===== config.mk =====
export PLATFORM = sky130hd
export DESIGN_NAME = modbus_rtu_master
export DESIGN_NICKNAME = d
export VERILOG_FILES = /design/src/source/modbus_pkg.sv /design/src/source/uart_pkg.sv /design/src/source/crc16_engine.sv /design/src/source/frame_sequencer.sv /design/src/source/modbus_rtu_master.sv /design/src/source/pdu_buffer.sv /design/src/source/rtu_regs.sv /design/src/source/uart_tx.sv
export SDC_FILE = /design/constraint.sdc
export NUM_CORES = 2
export LEC_CHECK = 0
export BUFFER_PORTS_ARGS = -buffer_cell sky130_fd_sc_hd__buf_2
export CAP_MARGIN = 20
export CORE_AREA = 5 5 506 508
export CTS_CLUSTER_DIAMETER = 30
export CTS_CLUSTER_SIZE = 14
export DETAILED_ROUTE_END_ITERATION = 8
export DIE_AREA = 0 0 511 513
export GPL_TIMING_DRIVEN = 0
export PLACE_DENSITY = 0.62
export SLEW_MARGIN = 40
export SYNTH_ARGS = -nofsm -noshare
export SYNTH_HDL_FRONTEND = slang
export SYNTH_HIERARCHICAL = 1
export SYNTH_SLANG_ARGS = --single-unit

===== constraint.sdc =====
create_clock -name clk -period 7.6 [get_ports clk]
set_input_delay 1.14 -clock clk [delete_from_list [all_inputs] [get_ports clk]]
set_output_delay 1.14 -clock clk [all_outputs]
set_load 0.05 [all_outputs]

===== src/source/modbus_pkg.sv =====
/*
	Modbus RTU frame definitions
	Frame-side widths, protocol limits, register map,
	CRC-16 constants and the structs passed between blocks
*/

package modbus_pkg;

	typedef logic [7:0]  byte_t;
	typedef logic [7:0]  pdu_size_t;
	typedef logic [5:0]  pdu_word_addr_t;
	typedef logic [1:0]  cs_addr_t;
	typedef logic [31:0] cs_data_t;
	typedef logic [15:0] crc_t;

	localparam int MIN_PDU_SIZE   = 1;
	localparam int MAX_PDU_SIZE   = 253;
	localparam int MAX_SLAVE_ADDR = 247;     // 0 is broadcast

	localparam pdu_size_t PDU_SIZE_DEFAULT   = 8'd1;
	localparam byte_t     SLAVE_ADDR_DEFAULT = 8'd1;

	localparam cs_addr_t REG_PDU_SIZE   = 2'd0;
	localparam cs_addr_t REG_CONFIG     = 2'd1;
	localparam cs_addr_t REG_SLAVE_ADDR = 2'd2;
	localparam cs_addr_t REG_CONTROL    = 2'd3;

	localparam crc_t CRC_INIT = 16'hFFFF;
	localparam crc_t CRC_POLY = 16'hA001;  // reflected 0x8005

	localparam int DE_DELAY = 4;           // clocks of driver settling

	typedef struct packed {
		byte_t     slave_addr;
		pdu_size_t pdu_size;
	} frame_cfg_t;

	typedef struct packed {
		logic           wr;
		pdu_word_addr_t addr;
		cs_data_t       data;
	} pdu_write_t;

endpackage


===== src/source/uart_pkg.sv =====
/*
	Serial line definitions
	Divisor table, silent interval length and the
	line configuration shared by registers and transmitter
*/

package uart_pkg;

	typedef logic [1:0]  baud_code_t;
	typedef logic [7:0]  baud_div_t;
	typedef logic [13:0] silence_count_t;

	// clocks per bit with code 0 the slowest rate
	localparam baud_div_t [3:0] BAUD_DIV_TABLE = {8'd8, 8'd16, 8'd32, 8'd64};

	localparam baud_code_t BAUD_CODE_DEFAULT = 2'd1;

	localparam int T35_BITS = 42;          // 3.5 chars of 12 bits

	typedef struct packed {
		baud_code_t baud_code;
		logic       parity_en;
		logic       parity_odd;
		logic       two_stop;
	} line_cfg_t;

	localparam line_cfg_t LINE_CFG_DEFAULT = '{
		baud_code:  BAUD_CODE_DEFAULT,
		parity_en:  1'b1,
		parity_odd: 1'b0,
		two_stop:   1'b0
	};

	typedef struct packed {
		logic       valid;
		logic [7:0] data;
	} tx_byte_t;

endpackage


===== src/source/crc16_engine.sv =====
/*
	Modbus CRC-16
	Running CRC over the frame bytes as they go out.
	One byte is folded in per absorb, all eight bit steps at once.
*/

`timescale 1ns/1ps

module crc16_engine (
	input  logic              clk,
	input  logic              reset,
	input  logic              clear,
	input  logic              absorb,
	input  modbus_pkg::byte_t data,
	output modbus_pkg::crc_t  crc
);
	import modbus_pkg::*;

	function automatic crc_t crc_step(input crc_t c, input byte_t d);
		crc_t r;
		r = c ^ {8'h00, d};
		for (int b = 0; b < 8; b++) begin
			if (r[0])
				r = (r >> 1) ^ CRC_POLY;
			else
				r = r >> 1;
		end
		return r;
	endfunction

	always_ff @(posedge clk) begin
		if (reset)
			crc <= CRC_INIT;
		else if (clear)
			crc <= CRC_INIT;  // new frame
		else if (absorb)
			crc <= crc_step(crc, data);
	end

endmodule


===== src/source/frame_sequencer.sv =====
/*
	Frame sequencer
	Master FSM for one request: driver enable and settling,
	address, PDU bytes and CRC to the transmitter, wait for the
	line to drain, then the 3.5-character silence before ready.
*/

`timescale 1ns/1ps

module frame_sequencer (
	input  logic                   clk,
	input  logic                   reset,
	input  logic                   start,
	input  modbus_pkg::frame_cfg_t frame_cfg,
	input  uart_pkg::baud_code_t   baud_code,
	input  modbus_pkg::byte_t      pdu_byte,
	input  logic                   tx_ready,
	input  modbus_pkg::crc_t       crc,
	output modbus_pkg::pdu_size_t  byte_index,
	output uart_pkg::tx_byte_t     tx,
	output logic                   crc_clear,
	output logic                   crc_absorb,
	output logic                   oe,
	output logic                   ready
);
	import modbus_pkg::*;
	import uart_pkg::*;

	typedef enum logic [2:0] {
		IDLE,
		DE_WAIT,
		SEND_ADDR,
		SEND_PDU,
		SEND_CRC_LO,
		SEND_CRC_HI,
		DRAIN,
		SILENCE
	} state_t;

	state_t         state_q;
	silence_count_t timer_q;       // settling and silence
	pdu_size_t      idx_q;
	logic           xfer;
	silence_count_t silence_last;

	// address goes out on the last settling cycle
	localparam silence_count_t DE_LAST = silence_count_t'(DE_DELAY - 2);

	assign silence_last = silence_count_t'(T35_BITS) *
	                      silence_count_t'(BAUD_DIV_TABLE[baud_code]) - silence_count_t'(1);

	always_comb begin
		tx.valid = 1'b0;
		tx.data  = pdu_byte;
		case (state_q)
			SEND_ADDR: begin
				tx.valid = 1'b1;
				tx.data  = frame_cfg.slave_addr;
			end
			SEND_PDU:  tx.valid = 1'b1;
			SEND_CRC_LO: begin
				tx.valid = 1'b1;
				tx.data  = crc[7:0];  // low byte first
			end
			SEND_CRC_HI: begin
				tx.valid = 1'b1;
				tx.data  = crc[15:8];
			end
			default: ;
		endcase
	end

	assign xfer       = tx.valid && tx_ready;
	assign crc_absorb = xfer && (state_q == SEND_ADDR || state_q == SEND_PDU);
	assign crc_clear  = start && (state_q == IDLE);
	assign byte_index = idx_q;
	assign ready      = state_q == IDLE;
	assign oe         = (state_q != IDLE) && (state_q != SILENCE);

	always_ff @(posedge clk) begin
		if (reset) begin
			state_q <= IDLE;
			timer_q <= '0;
			idx_q   <= '0;
		end else begin
			case (state_q)
				IDLE: begin
					if (start) begin
						state_q <= DE_WAIT;
						timer_q <= '0;
						idx_q   <= '0;
					end
				end
				DE_WAIT: begin
					if (timer_q == DE_LAST)
						state_q <= SEND_ADDR;
					else
						timer_q <= timer_q + 1'b1;
				end
				SEND_ADDR: if (xfer) state_q <= SEND_PDU;
				SEND_PDU: begin
					if (xfer) begin
						if (idx_q == pdu_size_t'(frame_cfg.pdu_size - 8'd1))
							state_q <= SEND_CRC_LO;
						else
							idx_q <= idx_q + 8'd1;
					end
				end
				SEND_CRC_LO: if (xfer) state_q <= SEND_CRC_HI;
				SEND_CRC_HI: if (xfer) state_q <= DRAIN;
				DRAIN: begin
					if (tx_ready) begin  // last stop bit ends this cycle
						state_q <= SILENCE;
						timer_q <= '0;
					end
				end
				default: begin
					if (timer_q == silence_last)
						state_q <= IDLE;
					else
						timer_q <= timer_q + 1'b1;
				end
			endcase
		end
	end

endmodule


===== src/source/modbus_rtu_master.sv =====
/*
	Modbus RTU master, transmit side
	Register and PDU ports for software, frame sequencing,
	running CRC and the UART line with its driver enable
*/

`timescale 1ns/1ps

module modbus_rtu_master (
	input  logic                       clk,
	input  logic                       reset,
	input  modbus_pkg::cs_addr_t       cs_addr,
	input  logic                       cs_wr,
	input  modbus_pkg::cs_data_t       cs_wrd,
	output modbus_pkg::cs_data_t       cs_rdd,
	input  modbus_pkg::pdu_word_addr_t pdu_addr,
	input  logic                       pdu_wr,
	input  modbus_pkg::cs_data_t       pdu_wrd,
	output modbus_pkg::cs_data_t       pdu_rdd,
	output logic                       ready,
	output logic                       txd,
	output logic                       oe
);
	import modbus_pkg::*;
	import uart_pkg::*;

	frame_cfg_t frame_cfg;
	line_cfg_t  line_cfg;
	pdu_write_t pdu_write;
	pdu_size_t  byte_index;
	byte_t      pdu_byte;
	tx_byte_t   tx;
	crc_t       crc;
	logic       start;
	logic       tx_ready;
	logic       crc_clear;
	logic       crc_absorb;

	assign pdu_write = '{wr: pdu_wr && ready, addr: pdu_addr, data: pdu_wrd};  // locked while busy

	rtu_regs u_regs (
		.clk       (clk),
		.reset     (reset),
		.cs_addr   (cs_addr),
		.cs_wr     (cs_wr),
		.cs_wrd    (cs_wrd),
		.ready     (ready),
		.cs_rdd    (cs_rdd),
		.frame_cfg (frame_cfg),
		.line_cfg  (line_cfg),
		.start     (start)
	);

	pdu_buffer u_buffer (
		.clk        (clk),
		.reset      (reset),
		.wr         (pdu_write),
		.rd_word    (pdu_addr),
		.byte_index (byte_index),
		.rd_data    (pdu_rdd),
		.byte_out   (pdu_byte)
	);

	crc16_engine u_crc (
		.clk    (clk),
		.reset  (reset),
		.clear  (crc_clear),
		.absorb (crc_absorb),
		.data   (tx.data),
		.crc    (crc)
	);

	uart_tx u_tx (
		.clk      (clk),
		.reset    (reset),
		.cfg      (line_cfg),
		.tx       (tx),
		.tx_ready (tx_ready),
		.txd      (txd)
	);

	frame_sequencer u_seq (
		.clk        (clk),
		.reset      (reset),
		.start      (start),
		.frame_cfg  (frame_cfg),
		.baud_code  (line_cfg.baud_code),
		.pdu_byte   (pdu_byte),
		.tx_ready   (tx_ready),
		.crc        (crc),
		.byte_index (byte_index),
		.tx         (tx),
		.crc_clear  (crc_clear),
		.crc_absorb (crc_absorb),
		.oe         (oe),
		.ready      (ready)
	);

endmodule


===== src/source/pdu_buffer.sv =====
/*
	PDU buffer
	256 bytes written a word at a time from the PDU port.
	One word is read back for software, one byte for the sequencer.
*/

`timescale 1ns/1ps

module pdu_buffer (
	input  logic                       clk,
	input  logic                       reset,
	input  modbus_pkg::pdu_write_t     wr,
	input  modbus_pkg::pdu_word_addr_t rd_word,
	input  modbus_pkg::pdu_size_t      byte_index,
	output modbus_pkg::cs_data_t       rd_data,
	output modbus_pkg::byte_t          byte_out
);
	import modbus_pkg::*;

	byte_t mem [256];

	// first byte of a word sits in bits 7:0
	always_ff @(posedge clk) begin
		if (wr.wr && !reset) begin
			for (int i = 0; i < 4; i++) begin
				mem[{wr.addr, 2'(i)}] <= wr.data[8*i +: 8];
			end
		end
	end

	assign rd_data = {
		mem[{rd_word, 2'd3}],
		mem[{rd_word, 2'd2}],
		mem[{rd_word, 2'd1}],
		mem[{rd_word, 2'd0}]
	};

	assign byte_out = mem[byte_index];  // pdu byte k at index k

endmodule


===== src/source/rtu_regs.sv =====
/*
	Control and status registers
	PDU size, line configuration and slave address with range
	checks, the start command and the combinational read mux.
	Writes are only taken while the master is ready.
*/

`timescale 1ns/1ps

module rtu_regs (
	input  logic                   clk,
	input  logic                   reset,
	input  modbus_pkg::cs_addr_t   cs_addr,
	input  logic                   cs_wr,
	input  modbus_pkg::cs_data_t   cs_wrd,
	input  logic                   ready,
	output modbus_pkg::cs_data_t   cs_rdd,
	output modbus_pkg::frame_cfg_t frame_cfg,
	output uart_pkg::line_cfg_t    line_cfg,
	output logic                   start
);
	import modbus_pkg::*;
	import uart_pkg::*;

	logic wr_ok;
	logic size_ok;
	logic addr_ok;

	assign wr_ok   = cs_wr && ready;
	assign size_ok = (cs_wrd >= cs_data_t'(MIN_PDU_SIZE)) &&
	                 (cs_wrd <= cs_data_t'(MAX_PDU_SIZE));
	assign addr_ok = cs_wrd <= cs_data_t'(MAX_SLAVE_ADDR);  // broadcast allowed

	assign start = wr_ok && (cs_addr == REG_CONTROL);

	always_ff @(posedge clk) begin
		if (reset) begin
			frame_cfg.pdu_size   <= PDU_SIZE_DEFAULT;
			frame_cfg.slave_addr <= SLAVE_ADDR_DEFAULT;
			line_cfg             <= LINE_CFG_DEFAULT;
		end else if (wr_ok) begin
			case (cs_addr)
				REG_PDU_SIZE: begin
					if (size_ok)
						frame_cfg.pdu_size <= cs_wrd[7:0];
				end
				REG_CONFIG: begin
					line_cfg.baud_code  <= cs_wrd[1:0];
					line_cfg.parity_en  <= cs_wrd[8];
					line_cfg.parity_odd <= cs_wrd[9];
					line_cfg.two_stop   <= cs_wrd[10];
				end
				REG_SLAVE_ADDR: begin
					if (addr_ok)
						frame_cfg.slave_addr <= cs_wrd[7:0];
				end
				default: ;  // control write only makes start
			endcase
		end
	end

	always_comb begin
		cs_rdd = '0;
		case (cs_addr)
			REG_PDU_SIZE:   cs_rdd[7:0] = frame_cfg.pdu_size;
			REG_CONFIG: begin
				cs_rdd[1:0]  = line_cfg.baud_code;
				cs_rdd[10:8] = {line_cfg.two_stop, line_cfg.parity_odd, line_cfg.parity_en};
			end
			REG_SLAVE_ADDR: cs_rdd[7:0] = frame_cfg.slave_addr;
			default:        cs_rdd[0]   = ready;  // status
		endcase
	end

endmodule


===== src/source/uart_tx.sv =====
/*
	UART transmitter
	Start bit, 8 data bits LSB first, optional even/odd parity
	and one or two stop bits, each held for the selected divisor.
	The last stop cycle is spent idle so a new byte follows at once.
*/

`timescale 1ns/1ps

module uart_tx (
	input  logic                clk,
	input  logic                reset,
	input  uart_pkg::line_cfg_t cfg,
	input  uart_pkg::tx_byte_t  tx,
	output logic                tx_ready,
	output logic                txd
);
	import uart_pkg::*;

	baud_div_t   div_q;          // divisor for the byte in flight
	baud_div_t   baud_cnt_q;
	logic [11:0] shift_q;        // bits still to send with lsb next
	logic [3:0]  bits_left_q;
	logic        busy_q;
	logic        parity;
	logic [3:0]  frame_bits;
	logic [11:0] frame_word;

	assign tx_ready   = !busy_q;
	assign parity     = (^tx.data) ^ cfg.parity_odd;
	assign frame_bits = 4'd10 + {3'd0, cfg.parity_en} + {3'd0, cfg.two_stop};

	always_comb begin
		if (cfg.parity_en)
			frame_word = {2'b11, parity, tx.data, 1'b0};
		else
			frame_word = {3'b111, tx.data, 1'b0};
	end

	always_ff @(posedge clk) begin
		if (reset) begin
			busy_q      <= 1'b0;
			txd         <= 1'b1;
			bits_left_q <= '0;
			baud_cnt_q  <= '0;
		end else if (!busy_q) begin
			if (tx.valid) begin
				busy_q      <= 1'b1;
				txd         <= 1'b0;  // start bit
				shift_q     <= {1'b1, frame_word[11:1]};
				bits_left_q <= frame_bits - 4'd1;
				div_q       <= BAUD_DIV_TABLE[cfg.baud_code];
				baud_cnt_q  <= BAUD_DIV_TABLE[cfg.baud_code] - 8'd1;
			end
		end else if (bits_left_q == 4'd0 && baud_cnt_q == 8'd1) begin
			busy_q <= 1'b0;  // final stop cycle runs idle
		end else if (baud_cnt_q == 8'd0) begin
			txd         <= shift_q[0];
			shift_q     <= {1'b1, shift_q[11:1]};
			bits_left_q <= bits_left_q - 4'd1;
			baud_cnt_q  <= div_q - 8'd1;
		end else begin
			baud_cnt_q <= baud_cnt_q - 8'd1;
		end
	end

endmodule

Word level (Yosys, flattened, before mapping):

Memories as Yosys holds them, arrays and structs flattened. A register that Yosys moved wholly into a read port is not among the register bits.
Index checks and enable logic that the tools add are counted.

* bits in registers: 96
* latch bits: 0
* RAM bits: 2048
* ROM bits: 0
* bits of input ports: 76
* output and inout bits: 67
* logic and storage cells: 187
* memories kept: 1

Memories
* u_buffer.mem: depth 256, bits a word 8, rd ports 5, clocked after Yosys merged registers in 1, write ports 4, line pdu_buffer.sv:20 `byte_t mem [256];`

* add/subtract/negate cells: 11
* multipliers: 1
* divide/modulo/power cells: 0
* $lt $le $gt $ge: 4
* equality and inequality tests: 27
* shift-type cells: 0
* multiplexer cells: 80
* bitwise logic cells: 13
* reduce and logical (&&, ||, !) cells: 34

Operator list (count)
* 16-bit 2-to-1 mux: 29
* 8-bit 2-to-1 mux: 10
* 32-bit by 8-bit less-or-equal comparator with 1-bit output, second input constant: 2
* 14-bit 2-to-1 mux: 4
* 14-bit case mux with 4 select lines: 1
* 12-bit 2-to-1 mux: 4
* 32-bit by 1-bit >= comparator with 1-bit output, second input constant: 1
* 8-bit by 1-bit subtractor with 8-bit output, second input constant: 4
* 3-bit 2-to-1 mux: 10
* 2-bit NOT with 3-bit output: 8
* 8-bit case mux with 3 select lines: 1
* 3-bit case mux with 7 select lines: 1
* 8-bit binary-select mux with 2-bit select: 1
* 4-bit 2-to-1 mux: 4
* 8-bit case mux with 2 select lines: 1
* 16-bit by 8-bit bitwise XOR with 16-bit output: 1
* 14-bit by 1-bit adder with 14-bit output, second input constant: 1
* 14-bit == test: 1
* 14-bit by 2-bit == test with 1-bit output, second input constant: 1
* 14-bit by 1-bit subtractor with 14-bit output, second input constant: 1
* 5-bit by 8-bit multiplier with 13-bit output, first input constant: 1
* 2-bit by 1-bit != test with 1-bit output, second input constant: 6
* 2-bit != test, second input constant: 6
* 6-bit case mux with 2 select lines: 1
* 37 further kinds: 70

Logic depth before layout (Yosys ltp):

* depth after elaboration: 40
* mapped depth: 18
* depth with buffers taken out: 13

Hierarchy:

The synthesis kept the hierarchy.

By module, submodules not included
* pdu_buffer: instances 1, cells each 4340, area an instance 93933.8 sq um, sequential area each 61499.0 sq um
* frame_sequencer: instances 1, cells each 275, area an instance 2090.8 sq um, sequential area each 500.5 sq um
* uart_tx: instances 1, cells each 161, area an instance 1574.0 sq um, sequential area each 670.6 sq um
* rtu_regs: instances 1, cells each 145, area an instance 1305.0 sq um, sequential area each 420.4 sq um
* crc16_engine: instances 1, cells each 82, area an instance 805.8 sq um, sequential area each 320.3 sq um
* modbus_rtu_master: instances 1, cells each 1, area an instance 6.3 sq um, sequential area each 0.0 sq um

Worst setup path after synthesis:

No wires, ideal clock.

* path kind: input -> output
* start: in pdu_addr[1]
* end: out pdu_rdd[22]
* arrival: 3.730 ns
* data required time: 6.460 ns
* slack: 2.730 ns
* stages: 8
* buffers on the path: 4
* cells stage by stage: clkbuf_1 > buf_2 > buf_2 > clkbuf_1 > mux4_2 > mux4_2 > mux2i_1 > o21ai_0

* cells in the longest elaborated chain, start to end: 1

RTL lines
* start, declared: line modbus_rtu_master.sv:16 `input modbus_pkg::pdu_word_addr_t pdu_addr,`
* memory 256 x 8 bit
* end, declared: line modbus_rtu_master.sv:19 `output modbus_pkg::cs_data_t pdu_rdd,`

No other way between the ends.

==> results.sh <==
export IMPL_avgRoutedWirePerCell_um=48.4
export IMPL_arrival_ps=8250
export IMPL_cts_root_buf="clkbuf_16"
export IMPL_start_util_pct=39.8
export IMPL_die_w_um=511
export IMPL_crit_type="flop to flop"
export IMPL_tightest_slew_ps=1060
export IMPL_post_route_drc_count=0
export IMPL_crit_required_ps=8450
export IMPL_pin_count=143
export IMPL_fmax_ghz=0.135
export IMPL_syn_mean_instance_area_um2=19.9
export IMPL_timing_final_crit_period_ps=7390
export IMPL_status="finished clean"
export IMPL_async_flop_share_pct=0
export IMPL_slowest_stage="buf_2"
export IMPL_die_y_um=513
export IMPL_netlist_area_mm2=0.0997
export IMPL_htree_levels=5
export IMPL_cts_setup_buffers=0
export IMPL_hp_class="input pin to flop"
export IMPL_nets=5880
export IMPL_slew_viol_final=0
export IMPL_grt_pass1_vias=64900
export IMPL_drt_iter0_markers=14200
export IMPL_dp_final_hpwl_um=338000
export IMPL_wl_met2_um=192000
export IMPL_synth_distinct_cells=89
export IMPL_multi_input_area_mm2=0.0350
export IMPL_cts_sinks=2137
export IMPL_finalWirelength_um=464000
export IMPL_cts_tree="built"
export IMPL_skew_ps=67.8
export IMPL_top_layer_used="met5"
export IMPL_synth_seq_cells=2137
export IMPL_pwr_share_clk_pct=56.9
export IMPL_max_stage_delay_ps=800
export IMPL_min_period_over_period_pct=97.3
export IMPL_maxSlewHeadroom_pct=28.7
export IMPL_synth_edff_count=2061
export IMPL_crit_path_frequent_cell="buf_2"
export IMPL_end_kind="flop"
export IMPL_die_area_mm2=0.262
export IMPL_power_frac_comb_pct=5.9
export IMPL_globalplace_congestion=1.10
export IMPL_setup_viol=0
export IMPL_clkLatencyLatePin_ps=1060
export IMPL_grt_max_degree=53
export IMPL_finalPower_mw=34.9
export IMPL_rsz0062_at_grt="false"
export IMPL_ys_seq_area_share_pct=63.6
export IMPL_core_area_mm2=0.251
export IMPL_cts_made_buffers=452
export IMPL_met3WireLength_um=81700
export IMPL_clk_pin_slew_ps=50
export IMPL_cts_hold_buffers=0
export IMPL_syn_inst=5004
export IMPL_avgViaCountPerCell=7.13
export IMPL_final_cells=9581
export IMPL_detail_route_antenna_nets=0
export IMPL_cts_resized=0
export IMPL_grt_usage_pct=34.5
export IMPL_grt_antenna_before_repair=71
export IMPL_port_buffers=118
export IMPL_seqCellArea_mm2=0.0634
export IMPL_crit_fanout=12
export IMPL_cp_cell_sequence="buf_4 -> buf_2 -> buf_2 -> buf_2 -> buf_12 -> mux4_2 -> a22oi_1 -> a21oi_1 -> nor4_4 -> nor4_4 -> a21oi_1 -> o21ai_0 -> xnor2_2 -> xor3_1 -> xnor3_2 -> xnor3_1 -> o211ai_2"
export IMPL_layout_drive_gt1_share_pct=44.0
export IMPL_grt_ovfl_total=0
export IMPL_vias=68300
export IMPL_p_sw_mw=8.22
export IMPL_ir_worst_vdd_v=0.000229
export IMPL_grt_pass1_wl_um=605000
export IMPL_internal_power_mw=26.6
export IMPL_cts_buffer_depth=4
export IMPL_syn2layout_area_growth_pct=25.6
export IMPL_fp_row_count=184
export IMPL_p_sw_share_pct=23.6
export IMPL_met1_length_um=149000
export IMPL_p_seq_share_pct=37.2
export IMPL_hold_viol_final=0
export IMPL_powerDensity_mw_per_mm2=278
export IMPL_startpoint_type="flop"
export IMPL_placedCellCount=8680
export IMPL_dr_pass1_iters=6
export IMPL_power_leakage_nw=40.2
export IMPL_synth_ff_type="edfxtp_1"
export IMPL_cap_violations=0
export IMPL_yosys_warnings=6
export IMPL_reg2reg_slack_ps=210
export IMPL_fill_cells=20000
## synthesized netlist by cell type, types with 13 or more instances
library cell	instances	area [µm²]
ha_1	16	200
buf_1	39	146
a21boi_0	13	97.6
o21ai_0	60	300
xnor2_1	28	245
or3_1	13	81.3
mux2_2	39	439
a21oi_1	93	465
nor2_1	157	589
mux4_2	1111	25000
xor2_1	26	228
mux2i_1	156	1560
nand3_1	19	95.1
buf_2	113	566
nor2b_1	16	100
buf_6	16	180
clkbuf_1	176	661
nor3_1	18	90.1
buf_4	62	465
nand4_1	13	81.3
a211oi_1	36	270
o22ai_1	22	138
nor4_1	39	244
o211ai_1	13	97.6
nand2b_1	29	181
a22oi_1	176	1320
inv_1	27	101
o221ai_1	30	263
a31oi_1	16	100
edfxtp_1	2061	61900
nand2_1	124	465
a22o_1	29	254
dfxtp_1	76	1520
## stage by stage
| step | area, µm² | util, % | setup TNS (ps) | setup slack (ps) | hold WS (ps) |
|---|---|---|---|---|---|
| 2_1_floorplan | 99800 | - | 0 | 2730 | 454 |
| 3_3_place_gp | 105000 | 41.7 | -13720 | -1650 | 480 |
| 3_5_place_dp | 110000 | 43.7 | 0 | 418 | 488 |
| 4_1_cts | 125000 | 49.8 | 0 | 394 | 359 |
| 5_1_grt | 125000 | 49.9 | 0 | 378 | 378 |
| 6_report | 125000 | 49.9 | 0 | 206 | 385 |
## layer usage
metal  vias up  GRT usage [%]
met2      7640           48.0
met4        26           23.9
li1      23600              -
met1     35300           41.1
met5         -           1.91
met3      1685           18.1
## cells by family (layout without fill, tap and decap cells)
family / Yosys count / count (layout) / synth area share, %
AO/OA/AOI/OAI: 542 / 542 / 3.77
adder cells (fa/ha/maj): 16 / 16 / 0.201
other: 1 / 94 / 0.00376
flip-flops: 2137 / 2137 / 63.6
AND/OR/NAND/NOR: 506 / 506 / 2.58
multiplexers: 1306 / 1306 / 27.1
XOR/XNOR: 61 / 61 / 0.610
buffers and inverters: 435 / 1571 / 2.14
## flip-flops by register name (all words and copies together) (netlist names)
name / cells
u_seq/byte_index: 8
u_tx/txd: 1
u_tx/bits_left_q: 4
u_seq/timer_q: 14
u_buffer/mem: 2048
u_tx/shift_q: 9
u_seq/state_q: 3
u_crc/crc: 16
u_regs/line_cfg: 5
u_tx/div_q: 4
u_tx/busy_q: 1
u_regs/frame_cfg: 16
u_tx/baud_cnt_q: 8
## power by group through the flow
stage / Sequential [mW] / Clock [mW] / Combinational [mW]
4_1_cts: 13.0 / 19.8 / 1.95
3_5_place_dp: 13.2 / 0 / 1.94
3_3_place_gp: 13.2 / 0 / 1.83
5_1_grt: 13.0 / 20.5 / 2.00
6_report: 13.0 / 19.8 / 2.07
2_1_floorplan: 13.2 / 0 / 0.845
## area by class of cell
| cell class | instances | share of cell area [%] |
|---|---|---|
| diodes | 73 | 0.146 |
| repair buffers | 310 | 3.76 |
| clock inverters | 343 | 3.05 |
| plain buffers | 407 | 1.80 |
| inverters | 28 | 0.0839 |
| well taps | 3348 | 3.35 |
| flip-flops and latches | 2137 | 50.6 |
| multi-input cells | 2452 | 28.0 |
| clock buffers | 483 | 9.19 |
## path summary, 6_finish.rpt
check / from / to / cells past startpoint
max: u_seq/byte_index[1] / u_crc/crc[0] / 17
min: pdu_wrd[27] / u_buffer/mem[111][3] / 1
max reg2reg: u_seq/byte_index[1] / u_crc/crc[0] / 17
min reg2reg: u_tx/shift_q[0] / u_tx/txd / 1
## layout by cell type (no fill, tap or decap), types with 17 or more instances in the layout
master / count
buf_16: 89
xor2_1: 26
a22o_1: 29
nor4_2: 20
o221ai_1: 30
edfxtp_1: 2061
o22ai_1: 22
mux2_2: 39
nor2_1: 91
a211oi_1: 35
buf_6: 46
dfxtp_1: 76
clkinvlp_4: 68
a21oi_1: 92
nor2_4: 64
mux4_2: 1111
mux2i_1: 156
buf_2: 221
inv_6: 41
clkinv_4: 58
o21ai_0: 57
nand2b_1: 29
nand2_1: 118
buf_4: 90
inv_1: 27
buf_12: 17
a22oi_1: 176
bufinv_16: 62
clkinv_1: 50
buf_8: 66
xnor2_1: 28
conb_1: 21
clkbuf_1: 70
diode_2: 73
clkbuf_16: 456
clkinv_2: 57
clkbuf_2: 131
nor3_1: 17
## worst max-delay path: cells and delay by family, from the launching register on
| family | cells | cell delay, ps |
|---|---|---|
| compound gates | 5 | 1780 |
| xor+xnor | 4 | 1200 |
| buf+inv | 5 | 2630 |
| flops | 1 | 470 |
| mux | 1 | 240 |
| simple gates | 2 | 810 |
Power figures use the tool's default switching activity.
